==> src/hdl/dmem_pkg.sv <==
// shared types and fixed widths for the data memory subsystem; BYTE_LANES is assumed to be a power of two
`default_nettype none

package dmem_pkg;

    parameter int ADDR_W     = 32;                     // byte address width
    parameter int DATA_W     = 32;                     // load/store data width
    parameter int BYTE_LANES = 4;                      // bytes per word
    parameter int OFF_W      = $clog2(BYTE_LANES);     // byte offset within a word
    parameter int WORD_ADDR_W = ADDR_W - OFF_W;        // word address on the RAM port

    // top bit marks a store, low three bits follow funct3
    typedef enum logic [3:0] {
        OP_LB  = 4'b0000,  // load byte, sign extended
        OP_LH  = 4'b0001,  // load half, sign extended
        OP_LW  = 4'b0010,  // load word
        OP_LBU = 4'b0100,  // load byte, zero extended
        OP_LHU = 4'b0101,  // load half, zero extended
        OP_SB  = 4'b1000,  // store byte
        OP_SH  = 4'b1001,  // store half
        OP_SW  = 4'b1010   // store word
    } mem_op_e;

    // config register selector
    typedef enum logic [1:0] {
        CFG_LIMIT  = 2'd0,  // highest legal byte address
        CFG_STRICT = 2'd1,  // bit 0 turns on strict alignment
        CFG_FAULTS = 2'd2   // saturating fault count, write clears
    } cfg_reg_e;

endpackage

`default_nettype wire

==> src/hdl/lsu_cfg.sv <==
// config registers; limit writes are clamped to the RAM and the fault count saturates at 255
`timescale 1ns/1ps
`default_nettype none

module lsu_cfg #(
    parameter int MEM_BYTES = 1024  // RAM size in bytes
) (
    input  wire logic                          clk,
    input  wire logic                          rst,
    input  wire logic                          cfg_we,
    input  wire dmem_pkg::cfg_reg_e            cfg_sel,
    input  wire logic [dmem_pkg::DATA_W-1:0]   cfg_wdata,
    output logic      [dmem_pkg::DATA_W-1:0]   cfg_rdata,
    input  wire logic                          fault_pulse,
    output logic      [dmem_pkg::ADDR_W-1:0]   limit,
    output logic                               strict
);
    import dmem_pkg::*;

    localparam int FCNT_W = 8;                                 // fault counter width
    localparam logic [ADDR_W-1:0] TOP = ADDR_W'(MEM_BYTES - 1);  // last RAM byte

    logic [FCNT_W-1:0] fault_cnt;

    // limit and strict, new value seen after the edge
    always_ff @(posedge clk) begin
        if (rst) begin
            limit  <= TOP;                                     // whole RAM open
            strict <= 1'b0;                                    // relaxed rounding
        end else if (cfg_we) begin
            if (cfg_sel == CFG_LIMIT) begin
                limit <= (ADDR_W'(cfg_wdata) > TOP) ? TOP : ADDR_W'(cfg_wdata);
            end
            if (cfg_sel == CFG_STRICT) begin
                strict <= cfg_wdata[0];
            end
        end
    end

    // fault counter, a clear beats a same-cycle fault
    always_ff @(posedge clk) begin
        if (rst) begin
            fault_cnt <= '0;
        end else if (cfg_we && (cfg_sel == CFG_FAULTS)) begin
            fault_cnt <= '0;
        end else if (fault_pulse && (fault_cnt != '1)) begin
            fault_cnt <= fault_cnt + 1'b1;                     // hold at max
        end
    end

    // readback mux
    always_comb begin
        case (cfg_sel)
            CFG_LIMIT:  cfg_rdata = DATA_W'(limit);
            CFG_STRICT: cfg_rdata = {{(DATA_W-1){1'b0}}, strict};
            CFG_FAULTS: cfg_rdata = DATA_W'(fault_cnt);
            default:    cfg_rdata = '0;                        // unused selector
        endcase
    end

endmodule

`default_nettype wire

==> config.mk <==
export PLATFORM = sky130hd
export DESIGN_NAME = lsu_cfg
export DESIGN_NICKNAME = d
export VERILOG_FILES = /design/src/hdl/dmem_pkg.sv /design/src/hdl/lsu_cfg.sv
export SDC_FILE = /design/constraint.sdc
export NUM_CORES = 1
export LEC_CHECK = 0
export CAP_MARGIN = 20
export CORE_MARGIN = 5
export CORE_UTILIZATION = 55
export CTS_CLUSTER_SIZE = 40
export DETAILED_ROUTE_END_ITERATION = 8
export DONT_BUFFER_PORTS = 1
export PLACE_DENSITY = 0.76
export RECOVER_POWER = 50
export SLEW_MARGIN = 20
export SYNTH_ARGS = -nofsm -noshare
export SYNTH_HDL_FRONTEND = slang
export SYNTH_SLANG_ARGS = --single-unit
==> constraint.sdc <==
create_clock -name clk -period 1.6 [get_ports clk]
set_input_delay 0.32 -clock clk [delete_from_list [all_inputs] [get_ports clk]]
set_output_delay 0.32 -clock clk [all_outputs]
set_load 0.02 [all_outputs]
==> results of run 1 <==
-- Yosys cell counts, drive strengths merged, types with 2 or more instances --
library cell  count
nor3             15
nor4             14
clkbuf            9
buf               6
and4              3
a211oi            2
and3              2
a31oi             2
nand3b            7
a21oi            15
or3b              3
mux2i            12
nor2             11
nand4             3
and2             46
dfxtp            41
-- how the worst max path moves through the flow --
stage	startpoint	cells past startpoint	end	slack (ns)
after floorplan	cfg_sel[0]	3	cfg_rdata[0]	0.10
after global placement	cfg_sel[1]	3	limit[0]	0.17
after detailed placement	cfg_we	3	limit[17]	0.10
after CTS	limit[2]	2	cfg_rdata[2]	0.03
after global routing	limit[6]	2	cfg_rdata[6]	0.005
final	limit[6]	2	cfg_rdata[6]	0.05
-- power by group --
part / internal [W] / total, W / switching (W)
registers: 0.00103 / 0.00103 / 0.00000673
logic: 0.0000413 / 0.000110 / 0.0000690
clock network: 0.000263 / 0.000592 / 0.000329
total: 0.00133 / 0.00173 / 0.000405
-- sequential cells by signal, summed over array words and instances (netlist names) --
name	flops
strict	1
fault_cnt	8
limit	32
-- layout make-up --
| class | count | area (um2) |
|---|---|---|
| Timing Repair Buffer | 11 | 60.1 |
| Clock buffer | 7 | 65.1 |
| Clock inverter | 1 | 8.76 |
| Sequential cell | 41 | 826 |
| Tap cell | 46 | 57.6 |
| Inverter | 1 | 3.75 |
| Fill cell | 313 | 1350 |
| Multi-Input combinational cell | 145 | 937 |
-- what timing repair did --
| item | in CTS | in global routing |
|---|---|---|
| gates resized for setup | 5 | 5 |
| gates cloned | 0 | 0 |
| setup endpoints to repair | 5 | 4 |
-- stage by stage --
step	total power [W]	utilization [%]	worst slack, ns	hold slack [ns]	instances
final	0.00173	59.1	0.0493	0.0449	252
after floorplan	0.00116	-	0.103	0.464	202
after global placement	0.00116	58.9	0.166	0.396	244
after CTS	0.00176	61.5	0.0262	0.0282	252
after global routing	0.00180	59.1	0.00451	0.0202	252
after detailed placement	0.00117	58.9	0.102	0.398	244
-- cell families (layout without fill, tap and decap cells) --
family                     after synthesis  in the layout  share of synthesized area (%)
adders and majority gates                1              1                          0.666
AOI/OAI and AO/OA                       21             21                           6.19
and+or+nand+nor                        111            111                           39.1
buffers and inverters                   16             20                           3.93
muxes                                   12             12                           6.39
DFF                                     41             41                           43.7
-- per-layer routing --
| metal | vias up | global-route usage [%] | part of all wire [%] |
|---|---|---|---|
| met5 | - | 0 | 0 |
| met4 | 0 | 5.21 | 1.0 |
| met3 | 9 | 6.90 | 8.5 |
| met2 | 64 | 31.5 | 49 |
| met1 | 684 | 25.5 | 41 |
| li1 | 723 | - | - |
-- worst max-delay path, cell delays in order, from the launching register on --
cell,delay (ns)
dfxtp_1,0.51
mux2i_1,0.15
nor2_2,0.23
==> impl_metrics.py, run 1 <==
metrics = {
    "synthesis": {
        "netlist-cell-type-count": 32,
        "synth-async-reset-ratio_pct": 0,
        "synth_ff_type": "dfxtp_1",
        "yosys.area.top_type_share_pct": 43.7,
        "synth.avg_cell_area_um2": 9.30,
        "synthCells": 202,
        "synth_nets": 241,
        "synth_edf_count": 0,
        "yosys_warnings": 0,
        "synth_area_leaders": "dfxtp_1 (44%), and2_1 (15%), nor4_2 (6.7%)",
        "synth_area_mm2": 0.00188,
        "ys_ff_latch": 41,
        "ys_seq_area_share_pct": 43.7,
        "synth_top_area_cell": "dfxtp_1",
    },
    "timing": {
        "rsz0062_at_grt": "no",
        "fin_tns_setup_ns": 0,
        "max_freq_mhz": 645,
        "period_needed_ns": 1.55,
        "skew_ns": 0.00710,
        "relSlewSlack_pct": 37.4,
        "worstMarginPinSlew_ns": 0.935,
        "slew_viol_final": 0,
        "setup_viol": 0,
        "timing.final.crit_share_pct": 96.9,
        "finalHoldViolations": 0,
    },
    "min_path": {
        "whs_path_depth": 1,
        "min_from": "rst",
        "min_to": "strict",
        "min_path_type": "input port to flip-flop",
    },
    "placement": {
        "dpl-instance-area_mm2": 0.00195,
        "port_buffers": 0,
        "gp_congestion": 0.846,
        "dp_hpwl_um": 3410,
    },
    "worst_setup_path": {
        "cp.arrival_ns": 1.23,
        "r2r-start": "fault_cnt[0]",
        "cp_max_fo": 3,
        "worst_r2r_path_depth": 4,
        "r2r-end": "fault_cnt[0]",
        "end_kind": "primary output",
        "cp-start-kind": "flip-flop",
        "crit_required_ns": 1.28,
        "r2r_slack_ns": 0.10,
        "path_class": "flip-flop to primary output",
    },
    "grt": {
        "grt_pass1_vias": 1447,
        "antenna_found_initial": 0,
        "grt_max_degree": 23,
        "grt.overflow.total": 0,
        "grt_pass1_wl_um": 7080,
        "track_usage_pct": 19.9,
    },
    "clock_tree": {
        "path_clk_slew_ns": 0.12,
        "tritoncts": "yes",
        "cts_buffers": 5,
        "htreeDepth": 2,
        "hold_buffers": 0,
        "post-cts-setup-buffer-count": 0,
        "clk_path_buf_depth": 2,
        "root_buffer": "clkbuf_4",
        "clkSinkCount": 41,
        "clock_latency_ns": 0.34,
    },
    "layout": {
        "antennaDiodeCount": 0,
        "finalNetCount": 244,
        "mostFrequentLayoutCells": "and2_1 (46), dfxtp_1 (37), nor3_1 (15), a21oi_1 (15), nor4_1 (14)",
        "final_common_cell": "and2_1",
        "design_area_mm2": 0.00196,
        "area_growth_syn_to_layout_pct": 4.19,
        "drive_above_1_share_pct": 12.1,
    },
    "power": {
        "p_leak_nw": 0.729,
        "ir_drop_v": 0.000830,
        "power_per_cell_area_mw_per_mm2": 886,
    },
    "floorplanning": {
        "fp.coreArea_mm2": 0.00331,
        "dieArea_mm2": 0.00469,
        "rows": 21,
        "die_h_um": 68.5,
        "initial_utilization_pct": 56.8,
        "io_pins": 103,
        "die_w_um": 68.5,
    },
    "drt": {
        "routedWlPerCell_um": 17.9,
        "vias": 1480,
        "drt-pass1-iter-count": 4,
        "route.detailed.drc": 0,
        "via_per_inst": 5.87,
        "drt_iter0_drc": 99,
        "drt_wl_total_um": 4510,
        "ant_nets": 0,
    },
    "run": {
        "maxCapViolCount": 0,
    },
    "run_status": {
        "outcome": "finished, final reports clean",
    },
}
(Power assumes the default switching activity.)
==> run 2: changes to the inputs <==
- CORE_MARGIN: 5 -> 1.5
==> impl_metrics.py, run 2 (same netlist as run 1, synthesis figures left out) <==
metrics = {
    "layout": {
        "final_common_cell": "and2_1",
        "mostFrequentLayoutCells": "and2_1 (41), dfxtp_1 (38), nor3_1 (15), a21oi_1 (15), nor4_1 (14)",
        "largest_register_ffs": 32,
        "design_area_mm2": 0.00197,
        "seq_area_um2": 825,
        "top_register": "limit",
        "antennaDiodeCount": 0,
        "multi_input_area_um2": 950,
        "reg_top3": "limit (32), fault_cnt (8), strict (1)",
        "finalNetCount": 244,
        "drive_above_1_share_pct": 14.1,
        "fillers": 297,
        "area_growth_syn_to_layout_pct": 4.79,
    },
    "worst_setup_path": {
        "crit_required_ns": 1.28,
        "r2r_slack_ns": 0.12,
        "r2r-end": "fault_cnt[1]",
        "cp-start-kind": "flip-flop",
        "cp.arrival_ns": 1.23,
        "end_kind": "primary output",
        "worst_r2r_path_depth": 4,
        "path_class": "flip-flop to primary output",
        "r2r-start": "fault_cnt[0]",
        "worstSetupEndpoint": "cfg_rdata[3]",
        "critical_path.startpoint": "limit[3]",
        "cp_max_fo": 3,
    },
    "power": {
        "ir_drop_v": 0.000559,
        "power_per_cell_area_mw_per_mm2": 851,
        "p_leak_nw": 0.725,
    },
    "placement": {
        "gp_congestion": 0.802,
        "dp_hpwl_um": 3070,
        "port_buffers": 0,
        "dpl-instance-area_mm2": 0.00195,
    },
    "clock_tree": {
        "clkSinkCount": 41,
        "root_buffer": "clkbuf_4",
        "path_clk_slew_ns": 0.12,
        "cts_buffers": 5,
        "tritoncts": "yes",
        "clock_latency_ns": 0.35,
        "htreeDepth": 2,
        "clk_path_buf_depth": 2,
        "post-cts-setup-buffer-count": 0,
    },
    "grt": {
        "grtUsageMet1_pct": 27.2,
        "grt_max_degree": 23,
        "grt_pass1_wl_um": 6250,
        "track_usage_pct": 22.6,
        "grt-busiest-layer": "met2",
        "antenna_found_initial": 0,
        "grt.overflow.total": 0,
        "grt_pass1_vias": 1383,
        "use_met3_pct": 10.1,
        "met2_usage_pct": 36.0,
    },
    "run_status": {
        "outcome": "finished, final reports clean",
    },
    "drt": {
        "drt_iter0_drc": 52,
        "routedWlPerCell_um": 16.7,
        "ant_nets": 0,
        "via_per_inst": 5.95,
        "drt-pass1-iter-count": 4,
        "drt_wl_total_um": 4190,
        "vias": 1494,
        "route.detailed.drc": 0,
    },
    "floorplanning": {
        "die_h_um": 61.5,
        "rows": 21,
        "fp.coreArea_mm2": 0.00331,
        "die_w_um": 61.5,
        "dieArea_mm2": 0.00378,
        "io_pins": 103,
        "initial_utilization_pct": 56.8,
    },
    "timing": {
        "skew_ns": 0.00931,
        "setup_viol": 0,
        "timing.final.crit_share_pct": 96.6,
        "fin_tns_setup_ns": 0,
        "period_needed_ns": 1.55,
        "relSlewSlack_pct": 34.6,
        "slew_viol_final": 0,
        "finalHoldViolations": 0,
        "rsz0062_at_grt": "no",
        "max_freq_mhz": 647,
        "worstMarginPinSlew_ns": 0.978,
    },
    "min_path": {
        "min_path_type": "input port to flip-flop",
    },
    "run": {
        "maxCapViolCount": 0,
    },
}
run 2: cell count changes in the layout (fill, tap and decap cells not counted), sizes merged:
cell and change:
clkbuf -5, clkinvlp +1, inv -1, buf +4
run 2: repair_timing:
action	CTS	global route
hold buffers	0	0
endpoints found under the setup margin	4	9
resized for setup	4	8
pin swaps	0	0
run 2: area by class of cell:
type | instances | area share, %
Clock buffer | 6 | 2.60
Clock inverter | 1 | 0.381
Inverter | 1 | 0.191
Multi-Input combinational cell | 145 | 48.2
Sequential cell | 41 | 41.9
Tap cell | 46 | 2.92
Timing Repair Buffer | 11 | 3.81
run 2: where the power goes:
group	switching [W]	internal [W]
Combinational	0.0000706	0.0000423
Sequential	0.00000663	0.00103
Clock	0.000324	0.000206
Total	0.000402	0.00127
run 2: worst max-delay path: stages (launching register included):
cell and delay, ns:
dfxtp_1 0.51, mux2i_1 0.14, nor2_2 0.23
run 2: layer usage:
| layer | share of wire [%] | vias up |
|---|---|---|
| met5 | 0 | - |
| met4 | 1.5 | 0 |
| met3 | 7.8 | 7 |
| met2 | 49 | 78 |
| met1 | 42 | 688 |
| li1 | - | 721 |
run 2: per-stage QoR:
stage | util (%) | instances | hold WS [ns] | worst slack (ns) | power (W)
after CTS | 61.0 | 251 | 0.0104 | 0.00506 | 0.00169
after global placement | 58.9 | 244 | 0.395 | 0.161 | 0.00116
after global routing | 59.5 | 251 | 0.00524 | 0.00303 | 0.00174
after detailed placement | 58.9 | 244 | 0.397 | 0.0366 | 0.00117
after floorplan | - | 202 | 0.464 | 0.103 | 0.00116
final | 59.5 | 251 | 0.0264 | 0.0539 | 0.00167
run 2: worst min path at each step:
| stage | start | to | slack, ns | cells past startpoint |
|---|---|---|---|---|
| floorplan | cfg_wdata[0] | strict | 0.46 | 2 |
| global route | rst | strict | 0.005 | 1 |
| CTS | rst | strict | 0.01 | 1 |
| detailed placement | rst | strict | 0.40 | 1 |
| global placement | rst | strict | 0.40 | 1 |
| finish | rst | strict | 0.03 | 1 |
