<file path="src/hdl/dmem_pkg.sv">
// shared types and fixed widths for the data memory subsystem; BYTE_LANES is assumed to be a power of two
`default_nettype none

package dmem_pkg;

    parameter int ADDR_W     = 32;                     // byte address width
    parameter int DATA_W     = 32;                     // load/store data width
    parameter int BYTE_LANES = 4;                      // bytes per word
    parameter int OFF_W      = $clog2(BYTE_LANES);     // byte offset within a word
    parameter int WORD_ADDR_W = ADDR_W - OFF_W;        // word address on the RAM port

    // top bit marks a store, low three bits follow funct3
    typedef enum logic [3:0] {
        OP_LB  = 4'b0000,  // load byte, sign extended
        OP_LH  = 4'b0001,  // load half, sign extended
        OP_LW  = 4'b0010,  // load word
        OP_LBU = 4'b0100,  // load byte, zero extended
        OP_LHU = 4'b0101,  // load half, zero extended
        OP_SB  = 4'b1000,  // store byte
        OP_SH  = 4'b1001,  // store half
        OP_SW  = 4'b1010   // store word
    } mem_op_e;

    // config register selector
    typedef enum logic [1:0] {
        CFG_LIMIT  = 2'd0,  // highest legal byte address
        CFG_STRICT = 2'd1,  // bit 0 turns on strict alignment
        CFG_FAULTS = 2'd2   // saturating fault count, write clears
    } cfg_reg_e;

endpackage

`default_nettype wire

</file>
<file path="src/hdl/dmem_port_if.sv">
// word-wide RAM port; rdata is expected to follow addr with no clock in between
`timescale 1ns/1ps
`default_nettype none

interface dmem_port_if;
    import dmem_pkg::*;

    logic [WORD_ADDR_W-1:0] addr;   // word address
    logic                   we;     // write strobe
    logic [BYTE_LANES-1:0]  be;     // per-lane write enables
    logic [DATA_W-1:0]      wdata;  // lane-positioned store data
    logic [DATA_W-1:0]      rdata;  // combinational read word

    modport ctrl (
        output addr,
        output we,
        output be,
        output wdata,
        input  rdata
    );

    modport mem (
        input  addr,
        input  we,
        input  be,
        input  wdata,
        output rdata
    );

endinterface

`default_nettype wire

</file>
<file path="src/hdl/lsu_align.sv">
// purely combinational lane logic; addresses are always rounded down, so misaligned must gate any write
`timescale 1ns/1ps
`default_nettype none

module lsu_align (
    input  wire dmem_pkg::mem_op_e                   op,
    input  wire logic [dmem_pkg::ADDR_W-1:0]         addr,
    input  wire logic                                strict,
    input  wire logic [dmem_pkg::DATA_W-1:0]         store_data,
    input  wire logic [dmem_pkg::DATA_W-1:0]         mem_rdata,
    output logic      [dmem_pkg::WORD_ADDR_W-1:0]    word_addr,
    output logic      [dmem_pkg::BYTE_LANES-1:0]     be,
    output logic      [dmem_pkg::DATA_W-1:0]         lane_wdata,
    output logic                                     misaligned,
    output logic                                     illegal,
    output logic      [dmem_pkg::DATA_W-1:0]         load_data
);
    import dmem_pkg::*;

    logic [BYTE_LANES-1:0] be_base;    // enables for offset zero
    logic [OFF_W-1:0]      keep_mask;  // offset bits kept after rounding
    logic [OFF_W-1:0]      lane_off;   // rounded byte offset
    logic [DATA_W-1:0]     shifted;    // read word with target lane at bit 0

    // access size decode and store lane replication
    always_comb begin
        be_base    = '0;
        keep_mask  = '1;
        lane_wdata = '0;
        illegal    = 1'b0;
        case (op)
            OP_LB, OP_LBU, OP_SB: begin
                be_base    = 4'b0001;
                keep_mask  = 2'b11;                          // bytes never round
                lane_wdata = {BYTE_LANES{store_data[7:0]}};  // byte in every lane
            end
            OP_LH, OP_LHU, OP_SH: begin
                be_base    = 4'b0011;
                keep_mask  = 2'b10;                          // drop bit 0
                lane_wdata = {2{store_data[15:0]}};          // half in both halves
            end
            OP_LW, OP_SW: begin
                be_base    = 4'b1111;
                keep_mask  = 2'b00;                          // word aligned
                lane_wdata = store_data;
            end
            default: begin
                illegal = 1'b1;                              // unknown funct3 or store form
            end
        endcase
    end

    assign lane_off   = addr[OFF_W-1:0] & keep_mask;
    assign word_addr  = addr[ADDR_W-1:OFF_W];
    assign be         = be_base << lane_off;
    // dropped offset bits only matter when strict is set
    assign misaligned = strict && ((addr[OFF_W-1:0] & ~keep_mask) != '0);

    assign shifted = mem_rdata >> {lane_off, 3'b000};  // lane to bit 0

    // load extension
    always_comb begin
        case (op)
            OP_LB:   load_data = {{(DATA_W-8){shifted[7]}}, shifted[7:0]};
            OP_LBU:  load_data = {{(DATA_W-8){1'b0}}, shifted[7:0]};
            OP_LH:   load_data = {{(DATA_W-16){shifted[15]}}, shifted[15:0]};
            OP_LHU:  load_data = {{(DATA_W-16){1'b0}}, shifted[15:0]};
            OP_LW:   load_data = shifted;
            default: load_data = '0;                   // stores and illegal ops
        endcase
    end

endmodule

`default_nettype wire

</file>
<file path="src/hdl/lsu_ctrl.sv">
// in-order request queue; the requester must hold a credit for every req_valid cycle and must always accept responses
`timescale 1ns/1ps
`default_nettype none

module lsu_ctrl #(
    parameter int CREDITS = 2  // queue depth and credits after reset
) (
    input  wire logic                          clk,
    input  wire logic                          rst,
    input  wire logic                          req_valid,
    input  wire dmem_pkg::mem_op_e             req_op,
    input  wire logic [dmem_pkg::ADDR_W-1:0]   req_addr,
    input  wire logic [dmem_pkg::DATA_W-1:0]   req_wdata,
    output logic                               credit_return,
    output logic                               resp_valid,
    output logic      [dmem_pkg::DATA_W-1:0]   resp_rdata,
    output logic                               resp_fault,
    input  wire logic [dmem_pkg::ADDR_W-1:0]   limit,
    input  wire logic                          strict,
    output logic                               fault_pulse,
    dmem_port_if.ctrl                          mem
);
    import dmem_pkg::*;

    localparam int PTR_W = (CREDITS > 1) ? $clog2(CREDITS) : 1;
    localparam int CNT_W = $clog2(CREDITS + 1);

    mem_op_e           q_op    [CREDITS];  // queued payload
    logic [ADDR_W-1:0] q_addr  [CREDITS];
    logic [DATA_W-1:0] q_wdata [CREDITS];
    logic [PTR_W-1:0]  wr_ptr;
    logic [PTR_W-1:0]  rd_ptr;
    logic [CNT_W-1:0]  count;              // entries held

    logic              pop;
    mem_op_e           head_op;
    logic [ADDR_W-1:0] head_addr;
    logic [ADDR_W:0]   last_byte;          // one extra bit so the end byte cannot wrap
    logic              misaligned;
    logic              illegal;
    logic              fault;
    logic [DATA_W-1:0] load_data;

    assign pop       = (count != '0);      // retire the head every cycle it exists
    assign head_op   = q_op[rd_ptr];
    assign head_addr = q_addr[rd_ptr];

    lsu_align u_align (
        .op         (head_op),
        .addr       (head_addr),
        .strict     (strict),
        .store_data (q_wdata[rd_ptr]),
        .mem_rdata  (mem.rdata),
        .word_addr  (mem.addr),
        .be         (mem.be),
        .lane_wdata (mem.wdata),
        .misaligned (misaligned),
        .illegal    (illegal),
        .load_data  (load_data)
    );

    // end byte from the unrounded address, op[1:0] is the log2 size
    assign last_byte   = {1'b0, head_addr} + (ADDR_W+1)'((1 << head_op[1:0]) - 1);
    assign fault       = illegal || misaligned || (last_byte > {1'b0, limit});
    assign fault_pulse = pop && fault;
    assign mem.we      = pop && head_op[3] && !fault;  // legal stores only

    // payload storage
    always_ff @(posedge clk) begin
        if (req_valid) begin
            q_op[wr_ptr]    <= req_op;
            q_addr[wr_ptr]  <= req_addr;
            q_wdata[wr_ptr] <= req_wdata;
        end
    end

    // pointers and occupancy
    always_ff @(posedge clk) begin
        if (rst) begin
            wr_ptr <= '0;
            rd_ptr <= '0;
            count  <= '0;
        end else begin
            if (req_valid) begin
                wr_ptr <= (wr_ptr == PTR_W'(CREDITS - 1)) ? '0 : wr_ptr + 1'b1;
            end
            if (pop) begin
                rd_ptr <= (rd_ptr == PTR_W'(CREDITS - 1)) ? '0 : rd_ptr + 1'b1;
            end
            case ({req_valid, pop})
                2'b10:   count <= count + 1'b1;
                2'b01:   count <= count - 1'b1;
                default: count <= count;       // idle or push and pop together
            endcase
        end
    end

    // response strobes, one cycle after the pop
    always_ff @(posedge clk) begin
        if (rst) begin
            resp_valid    <= 1'b0;
            credit_return <= 1'b0;
        end else begin
            resp_valid    <= pop;
            credit_return <= pop;
        end
    end

    always_ff @(posedge clk) begin
        if (pop) begin
            resp_fault <= fault;
            resp_rdata <= (fault || head_op[3]) ? '0 : load_data;  // stores return zero
        end
    end

endmodule

`default_nettype wire

</file>
<file path="src/flat_wrapper.sv">
// flat-port wrapper written by rule: the top's interface ports become plain ports
module lsu_ctrl_flat import dmem_pkg::*;
#(
    parameter int CREDITS = 2                                        
)
  (clk, rst, req_valid, req_op, req_addr, req_wdata, credit_return, resp_valid, resp_rdata, resp_fault, limit, strict, fault_pulse, mem_addr, mem_we, mem_be, mem_wdata, mem_rdata);
  dmem_port_if mem_i ();
  input  wire logic clk;
  input  wire logic rst;
  input  wire logic req_valid;
  input  wire dmem_pkg::mem_op_e req_op;
  input  wire logic [dmem_pkg::ADDR_W-1:0] req_addr;
  input  wire logic [dmem_pkg::DATA_W-1:0] req_wdata;
  output logic credit_return;
  output logic resp_valid;
  output logic      [dmem_pkg::DATA_W-1:0] resp_rdata;
  output logic resp_fault;
  input  wire logic [dmem_pkg::ADDR_W-1:0] limit;
  input  wire logic strict;
  output logic fault_pulse;
  output wire logic [$bits(mem_i.addr)-1:0] mem_addr;
  output wire logic [$bits(mem_i.we)-1:0] mem_we;
  output wire logic [$bits(mem_i.be)-1:0] mem_be;
  output wire logic [$bits(mem_i.wdata)-1:0] mem_wdata;
  input wire logic [$bits(mem_i.rdata)-1:0] mem_rdata;
  assign mem_addr = mem_i.addr;
  assign mem_we = mem_i.we;
  assign mem_be = mem_i.be;
  assign mem_wdata = mem_i.wdata;
  assign mem_i.rdata = mem_rdata;
  lsu_ctrl #(.CREDITS(CREDITS)) u_core (.clk(clk), .rst(rst), .req_valid(req_valid), .req_op(req_op), .req_addr(req_addr), .req_wdata(req_wdata), .credit_return(credit_return), .resp_valid(resp_valid), .resp_rdata(resp_rdata), .resp_fault(resp_fault), .limit(limit), .strict(strict), .fault_pulse(fault_pulse), .mem(mem_i));
endmodule
</file>
<file path="config.mk">
export PLATFORM = sky130hd
export DESIGN_NAME = lsu_ctrl_flat
export DESIGN_NICKNAME = d
export VERILOG_FILES = /design/src/hdl/dmem_pkg.sv /design/src/hdl/dmem_port_if.sv /design/src/hdl/lsu_align.sv /design/src/hdl/lsu_ctrl.sv /design/src/flat_wrapper.sv
export SDC_FILE = /design/constraint.sdc
export NUM_CORES = 1
export LEC_CHECK = 0
export ABC_AREA = 1
export BUFFER_PORTS_ARGS = -buffer_cell sky130_fd_sc_hd__buf_2
export CELL_PAD_IN_SITES_DETAIL_PLACEMENT = 0
export CELL_PAD_IN_SITES_GLOBAL_PLACEMENT = 2
export CORE_MARGIN = 3
export CORE_UTILIZATION = 30
export DETAILED_ROUTE_END_ITERATION = 7
export GPL_ROUTABILITY_DRIVEN = 0
export PLACE_DENSITY_LB_ADDON = 0.1
export SYNTH_ARGS = -nofsm -noshare
export SYNTH_HDL_FRONTEND = slang
export SYNTH_SLANG_ARGS = --single-unit
</file>
<file path="constraint.sdc">
create_clock -name clk -period 4.6 [get_ports clk]
set_input_delay 0.23 -clock clk [delete_from_list [all_inputs] [get_ports clk]]
set_output_delay 0.23 -clock clk [all_outputs]
set_load 0.005 [all_outputs]
</file>
==> impl_metrics.env, run 1 <==
export IMPL_post_dp_cell_area_mm2=0.0126
export IMPL_worst_pin_slew_ns=1.04
export IMPL_finalSetupViolCount=2
export IMPL_drive_above_1_share_pct=34.8
export IMPL_r2r_end="u_core.resp_rdata[22]$_SDFFCE_PP0N_"
export IMPL_crit_top_cell="nand2_1"
export IMPL_ioPinCount=239
export IMPL_dr_pass1_iters=4
export IMPL_drt_iter0_markers=371
export IMPL_final_cell_area_mm2=0.0144
export IMPL_antenna_found_initial=4
export IMPL_clock_sinks=175
export IMPL_p_total_uw=9050
export IMPL_outcome="finished, violations left"
export IMPL_final_cells=1987
export IMPL_grt_pass1_wl_um=49100
export IMPL_first_global_vias=8976
export IMPL_viasPerCell=4.39
export IMPL_hold_class="in2reg"
export IMPL_slew_headroom_pct=31.0
export IMPL_clk_pin_slew_ns=0.08
export IMPL_fin_nets=1730
export IMPL_io_buffers=238
export IMPL_setup_slack_ns=-0.326
export IMPL_core_rowCount=67
export IMPL_tritoncts="yes"
export IMPL_period_minus_slack_ns=4.93
export IMPL_rsz0062_at_grt="true"
export IMPL_synth_seq_cells=175
export IMPL_gr_total_overflow=0
export IMPL_worstHoldStart="rst"
export IMPL_dp_hpwl_um=23900
export IMPL_die_y_um=191
export IMPL_yosysTopAreaCell="edfxtp_1"
export IMPL_postSynth_asyncResetShare_pct=0
export IMPL_worstHoldPathCells=2
export IMPL_min_to="u_core.rd_ptr$_SDFFE_PP0N_"
export IMPL_path_class="reg2out"
export IMPL_ff2ff_path_depth=39
export IMPL_leakage_uw=0.00651
export IMPL_cp_required_ns=4.37
export IMPL_drc=0
export IMPL_cpPeakStageDelay_ns=0.40
export IMPL_met3_usage_pct=3.54
export IMPL_synth_nets=1325
export IMPL_drt_antenna_violating_nets=0
export IMPL_yosys_cell_types_count=49
export IMPL_synth_area_leaders="edfxtp_1 49%, ha_1 8.3%, nand2_1 8.2%, inv_1 5.7%, nor2_1 4.3%"
export IMPL_syn_area_mm2=0.0103
export IMPL_htreeDepth=4
export IMPL_numCtsBuffers=17
export IMPL_final_setup_tns_ns=-0.613
export IMPL_yosysTopAreaCellShare_pct=49.4
export IMPL_die_x_um=191
export IMPL_cp_arrival_ns=4.70
export IMPL_synthCells=1120
export IMPL_maxCapViolCount=0
export IMPL_synth_flop_cell="edfxtp_1"
export IMPL_slew_violations=0
export IMPL_grt_max_degree=69
export IMPL_clk_latency_ns=0.45
export IMPL_grtUsageTotal_pct=17.6
export IMPL_slowest_stage="dfxtp_4"
export IMPL_crit_path_end_kind="output port"
export IMPL_gr_usage_met1_pct=24.2
export IMPL_wirelength_um=31800
export IMPL_fin_crit_sh_pct=107
export IMPL_worst_r2r_setup_slack_ns=0.02
export IMPL_dieArea_mm2=0.0365
export IMPL_seq_area_frac_synth_pct=50.6
export IMPL_synth_edf_count=169
export IMPL_syn_area_per_cell_um2=9.17
export IMPL_core_area_mm2=0.0336
export IMPL_power_density_mw_per_mm2=628
export IMPL_cts_root_buf="clkbuf_16"
export IMPL_startpoint_type="flop"
export IMPL_initial_core_util_pct=30.6
export IMPL_yosys_warnings=0
export IMPL_route_detailed_wl_per_inst_um=16.0
export IMPL_worst_hold_slack_ns=0.0202
export IMPL_worst_ir_drop_vdd_mv=0.300
export IMPL_dr_total_vias=8731
export IMPL_max_clock_freq_mhz=203
export IMPL_placedCellCount=1868
export IMPL_finalHoldViolations=0
export IMPL_grt_busiest_layer="met2"
export IMPL_area_growth_pct=40.3
export IMPL_met2_usage_pct=28.7
export IMPL_clk_path_buf_depth=2
export IMPL_critPathMaxFanout=7
export IMPL_violations="negative setup slack"
export IMPL_fin_skew_ns=0.00845
## worst max-delay path by stage
stage                                start                                  to  slack, ns  cells past startpoint
2_1_floorplan                         flop  u_core.resp_rdata[2]$_SDFFCE_PP0N_       0.02                     35
3_3_place_gp                          flop                         fault_pulse      -0.12                     38
3_5_place_dp                          flop                              mem_we      -0.24                     36
4_1_cts        u_core.q_op[0][0]$_DFFE_PP_                              mem_we      -0.37                     38
5_1_grt                               flop                              mem_we      -0.68                     39
6_report                              flop                              mem_we      -0.33                     32
## through the flow
stage	setup WS (ns)	util [%]
5_1_grt	-0.682	42.9
3_5_place_dp	-0.239	37.4
2_1_floorplan	0.0179	-
6_report	-0.326	42.9
3_3_place_gp	-0.120	37.4
4_1_cts	-0.374	42.1
## kinds of logic after synthesis
| logic type | share of synthesized area [%] |
|---|---|
| compound gates | 10.9 |
| xor+xnor | 2.64 |
| fa+ha+maj | 8.48 |
| buf+inv | 7.77 |
| flops | 50.6 |
| mux | 0.292 |
| simple gates | 19.3 |
## state kept, by name, indices dropped and copies added (netlist names), named ones only
register	count
u_core.count	2
u_core.q_op	8
u_core.credit_return	1
u_core.q_wdata	64
u_core.resp_fault	1
u_core.q_addr	64
u_core.rd_ptr	1
u_core.resp_rdata	32
u_core.wr_ptr	1
## cell type report
| cell class | count | area (um2) |
|---|---|---|
| inverters | 162 | 617 |
| diodes | 1 | 2.50 |
| fillers | 3403 | 19200 |
| well taps | 448 | 561 |
| clock inverters | 15 | 168 |
| repair buffers | 418 | 2760 |
| clock buffers | 17 | 425 |
| flip-flops and latches | 175 | 5200 |
| multi-input cells | 751 | 4680 |
## routing by layer
metal  up-vias  part of all wire (%)
met1      3949                    48
met4         6                   1.2
met2       183                    46
met3        29                   5.2
met5         -                  0.13
li1       4564                     -
## what timing repair did
| action | in CTS | in global routing |
|---|---|---|
| hold buffers | 68 | 0 |
| endpoints found under the setup margin | 35 | 35 |
| buffers inserted | 11 | 7 |
| resized for setup | 57 | 55 |
| pin swaps | 31 | 40 |
| endpoints found under the hold margin | 136 | 0 |
## cells in the final DEF (no fill, tap or decap), drive strengths merged, types with 2 or more instances in the layout
cell type,synthesis,final
a21oi,64,64
xor2,24,24
nand4,7,7
nand3,36,36
o211ai,2,2
nor2,139,139
xnor2,7,7
o311ai,15,15
edfxtp,169,169
nand2,232,232
clkbuf,17,17
o21a,5,5
nand3b,2,2
buf,15,350
dfxtp,6,6
dlygate4sd3,0,68
ha,68,68
inv,162,170
or2,32,32
a31oi,5,5
clkinv,0,7
a21o,3,3
nor3,6,6
o21ai,91,91
mux2i,3,3
## cells in the mapped netlist (2+ instances only)
cell type,instances
xnor2_1,7
a21oi_1,63
clkbuf_1,17
nand2_2,6
o311ai_0,15
ha_1,68
o21ai_2,7
a31oi_1,5
buf_4,5
o21a_1,5
nand3b_1,2
inv_2,6
nor2_2,22
inv_1,156
or2_1,2
or2_2,30
buf_2,4
nand3_1,33
edfxtp_1,169
dfxtp_1,6
nand2_1,225
nand3_2,2
buf_6,4
nand4_1,6
nor2_1,117
o21ai_0,79
o211ai_1,2
o21ai_1,4
mux2i_1,3
a21o_1,3
xor2_1,24
nor3_1,6
## worst max-delay path: cells and delay by family (launching register included)
family                     cells  cell delay [ns]
and+or+nand+nor               16             1.32
adders and majority gates      4             1.03
buffers and inverters          7             0.66
AOI/OAI and AO/OA              4             0.64
DFF                            1             0.40
xor gates and xnor gates       1             0.19
## power breakdown
part	internal, uW	switching, uW
Sequential	2020	73.3
Combinational	2400	3100
Clock	733	723
Total	5150	3900
(Power assumes the default switching activity.)
==> inputs of run 2 (changes only) <==
--- a/config.mk
+++ b/config.mk
@@ -9,10 +9,11 @@
 export BUFFER_PORTS_ARGS = -buffer_cell sky130_fd_sc_hd__buf_2
 export CELL_PAD_IN_SITES_DETAIL_PLACEMENT = 0
 export CELL_PAD_IN_SITES_GLOBAL_PLACEMENT = 2
-export CORE_MARGIN = 3
+export CORE_MARGIN = 2
 export CORE_UTILIZATION = 30
 export DETAILED_ROUTE_END_ITERATION = 7
 export GPL_ROUTABILITY_DRIVEN = 0
+export MAX_ROUTING_LAYER = met4
 export PLACE_DENSITY_LB_ADDON = 0.1
 export SYNTH_ARGS = -nofsm -noshare
 export SYNTH_HDL_FRONTEND = slang
==> run 2 against run 1 <==
The run still ends with negative setup slack left. Sequential cell count did not move. Wire length up 1.9%. Total power grew 4.1%. Sequential power about the same. Maximum frequency increased by 0.22%. Largest cell class unchanged. Hold slack better by 0.045 ns. Sequential share of layout area is 1.4 points lower.
==> impl_metrics.env, run 2 (synthesis gave the netlist of run 1 again) <==
export IMPL_core_rowCount=67
export IMPL_worst_r2r_setup_slack_ns=-0.23
export IMPL_fillerInstances=3430
export IMPL_seq_area_mm2=0.00520
export IMPL_power_switching_uw=4060
export IMPL_dr_total_vias=8920
export IMPL_ff2ff_path_depth=40
export IMPL_crit_top_cell="nand2_1"
export IMPL_max_clock_freq_mhz=203
export IMPL_comb_power_share_pct=62.2
export IMPL_worst_pin_slew_ns=0.832
export IMPL_drt_antenna_violating_nets=0
export IMPL_numCtsBuffers=17
export IMPL_gr_total_overflow=0
export IMPL_worstHoldPathCells=3
export IMPL_slowest_stage="dfxtp_4"
export IMPL_clock_sinks=175
export IMPL_clk_latency_ns=0.45
export IMPL_fin_nets=1765
export IMPL_slew_violations=0
export IMPL_drive_above_1_share_pct=38.6
export IMPL_fin_crit_sh_pct=107
export IMPL_die_x_um=189
export IMPL_dr_pass1_iters=5
export IMPL_preCtsSetupSlack_ns=-0.201
export IMPL_maxCapViolCount=0
export IMPL_first_global_vias=8946
export IMPL_viasPerCell=4.40
export IMPL_cp_arrival_ns=4.68
export IMPL_p_total_uw=9420
export IMPL_clk_pin_slew_ns=0.08
export IMPL_cpPeakStageDelay_ns=0.46
export IMPL_wirelength_um=32400
export IMPL_final_cell_area_mm2=0.0150
export IMPL_initial_core_util_pct=30.6
export IMPL_final_setup_tns_ns=-4.72
export IMPL_power_density_mw_per_mm2=629
export IMPL_final_cell_mix="238 x buf_2, 209 x nand2_1, 169 x edfxtp_1, 145 x inv_1, 127 x buf_4"
export IMPL_dp_hpwl_um=23700
export IMPL_core_area_mm2=0.0336
export IMPL_outcome="finished, violations left"
export IMPL_clkPwrFrac_pct=15.6
export IMPL_route_detailed_wl_per_inst_um=16.0
export IMPL_tritoncts="yes"
export IMPL_setup_slack_ns=-0.315
export IMPL_startpoint_type="flop"
export IMPL_fin_skew_ns=0.0175
export IMPL_grt_max_degree=51
export IMPL_p_seq_share_pct=22.2
export IMPL_violations="negative setup slack"
export IMPL_finalSetupViolCount=26
export IMPL_cts_root_buf="clkbuf_16"
export IMPL_crit_family="simple AND/OR/NAND/NOR gates"
export IMPL_critPathMaxFanout=14
export IMPL_rsz0062_at_grt="true"
export IMPL_area_growth_pct=45.9
export IMPL_post_dp_cell_area_mm2=0.0126
export IMPL_grt_pass1_wl_um=49500
export IMPL_htreeDepth=4
export IMPL_p_int_uw=5360
export IMPL_drt_iter0_markers=426
export IMPL_ioPinCount=239
export IMPL_die_y_um=189
export IMPL_path_class="reg2out"
export IMPL_final_util_pct=44.6
export IMPL_hold_class="in2reg"
export IMPL_crit_cells=29
export IMPL_grtUsageTotal_pct=18.9
export IMPL_finalHoldViolations=0
export IMPL_crit_path_end_kind="output port"
export IMPL_reg_top3="u_core.q_addr (64), u_core.q_wdata (64), u_core.resp_rdata (32)"
export IMPL_clk_path_buf_depth=2
export IMPL_multi_input_area_mm2=0.00492
export IMPL_worst_ir_drop_vdd_mv=0.304
export IMPL_layout_commonest_cell="buf_2"
export IMPL_dieArea_mm2=0.0357
export IMPL_leakage_uw=0.00674
export IMPL_io_buffers=238
export IMPL_switching_share_pct=43.1
export IMPL_slew_headroom_pct=44.4
export IMPL_cp_buffers_inverters=7
export IMPL_cp_required_ns=4.37
export IMPL_drc=0
export IMPL_antenna_found_initial=4
export IMPL_period_minus_slack_ns=4.91
## run 2: final cells by class
cell class                      instances  share of cell area (%)
Antenna cell                            4                  0.0668
Clock buffer                           17                    2.84
Clock inverter                         15                    1.24
Inverter                              162                    4.12
Multi-Input combinational cell        752                    32.9
Sequential cell                       175                    34.7
Tap cell                              448                    3.74
Timing Repair Buffer                  452                    20.4
## run 2: worst paths after layout
check                                  endpoint                         start
min reg2reg        u_core.count[0]$_SDFFE_PP0P_  u_core.count[0]$_SDFFE_PP0P_
max reg2reg  u_core.resp_rdata[8]$_SDFFCE_PP0N_                          flop
min                  u_core.wr_ptr$_SDFFE_PP0P_                     req_valid
max                                      mem_we                          flop
## run 2: stage by stage
step,hold slack (ns),cells
CTS,0.0384,2006
global placement,0.418,1870
global route,0.107,2025
finish,0.0650,2025
floorplan,0.302,1120
detailed placement,0.421,1870
## run 2: what timing repair did
item	CTS	global route
gates resized for setup	80	103
pin swaps	43	47
cloned	1	0
hold endpoints to repair	138	0
hold buffers	69	0
setup endpoints to repair	35	35
buffers inserted	69	16
## run 2: metal layers
metal	vias to the layer above	track usage, %	share of wire [%]
met5	-	-	0
met4	0	4.12	0.98
met3	12	3.80	4.2
met2	187	30.0	46
met1	4087	25.0	49
li1	4634	-	-
## run 2: worst min-delay path: stages
cell	delay, ns
buf_2	0.11
nor2_1	0.08
nor3_1	0.05
## run 2: power groups by stage
stage	clock network, uW	registers, uW	logic [uW]
2_1_floorplan	0	2130	2900
3_3_place_gp	0	2120	4970
3_5_place_dp	0	2120	4940
4_1_cts	1520	2090	5440
5_1_grt	1590	2110	6580
6_report	1470	2090	5860
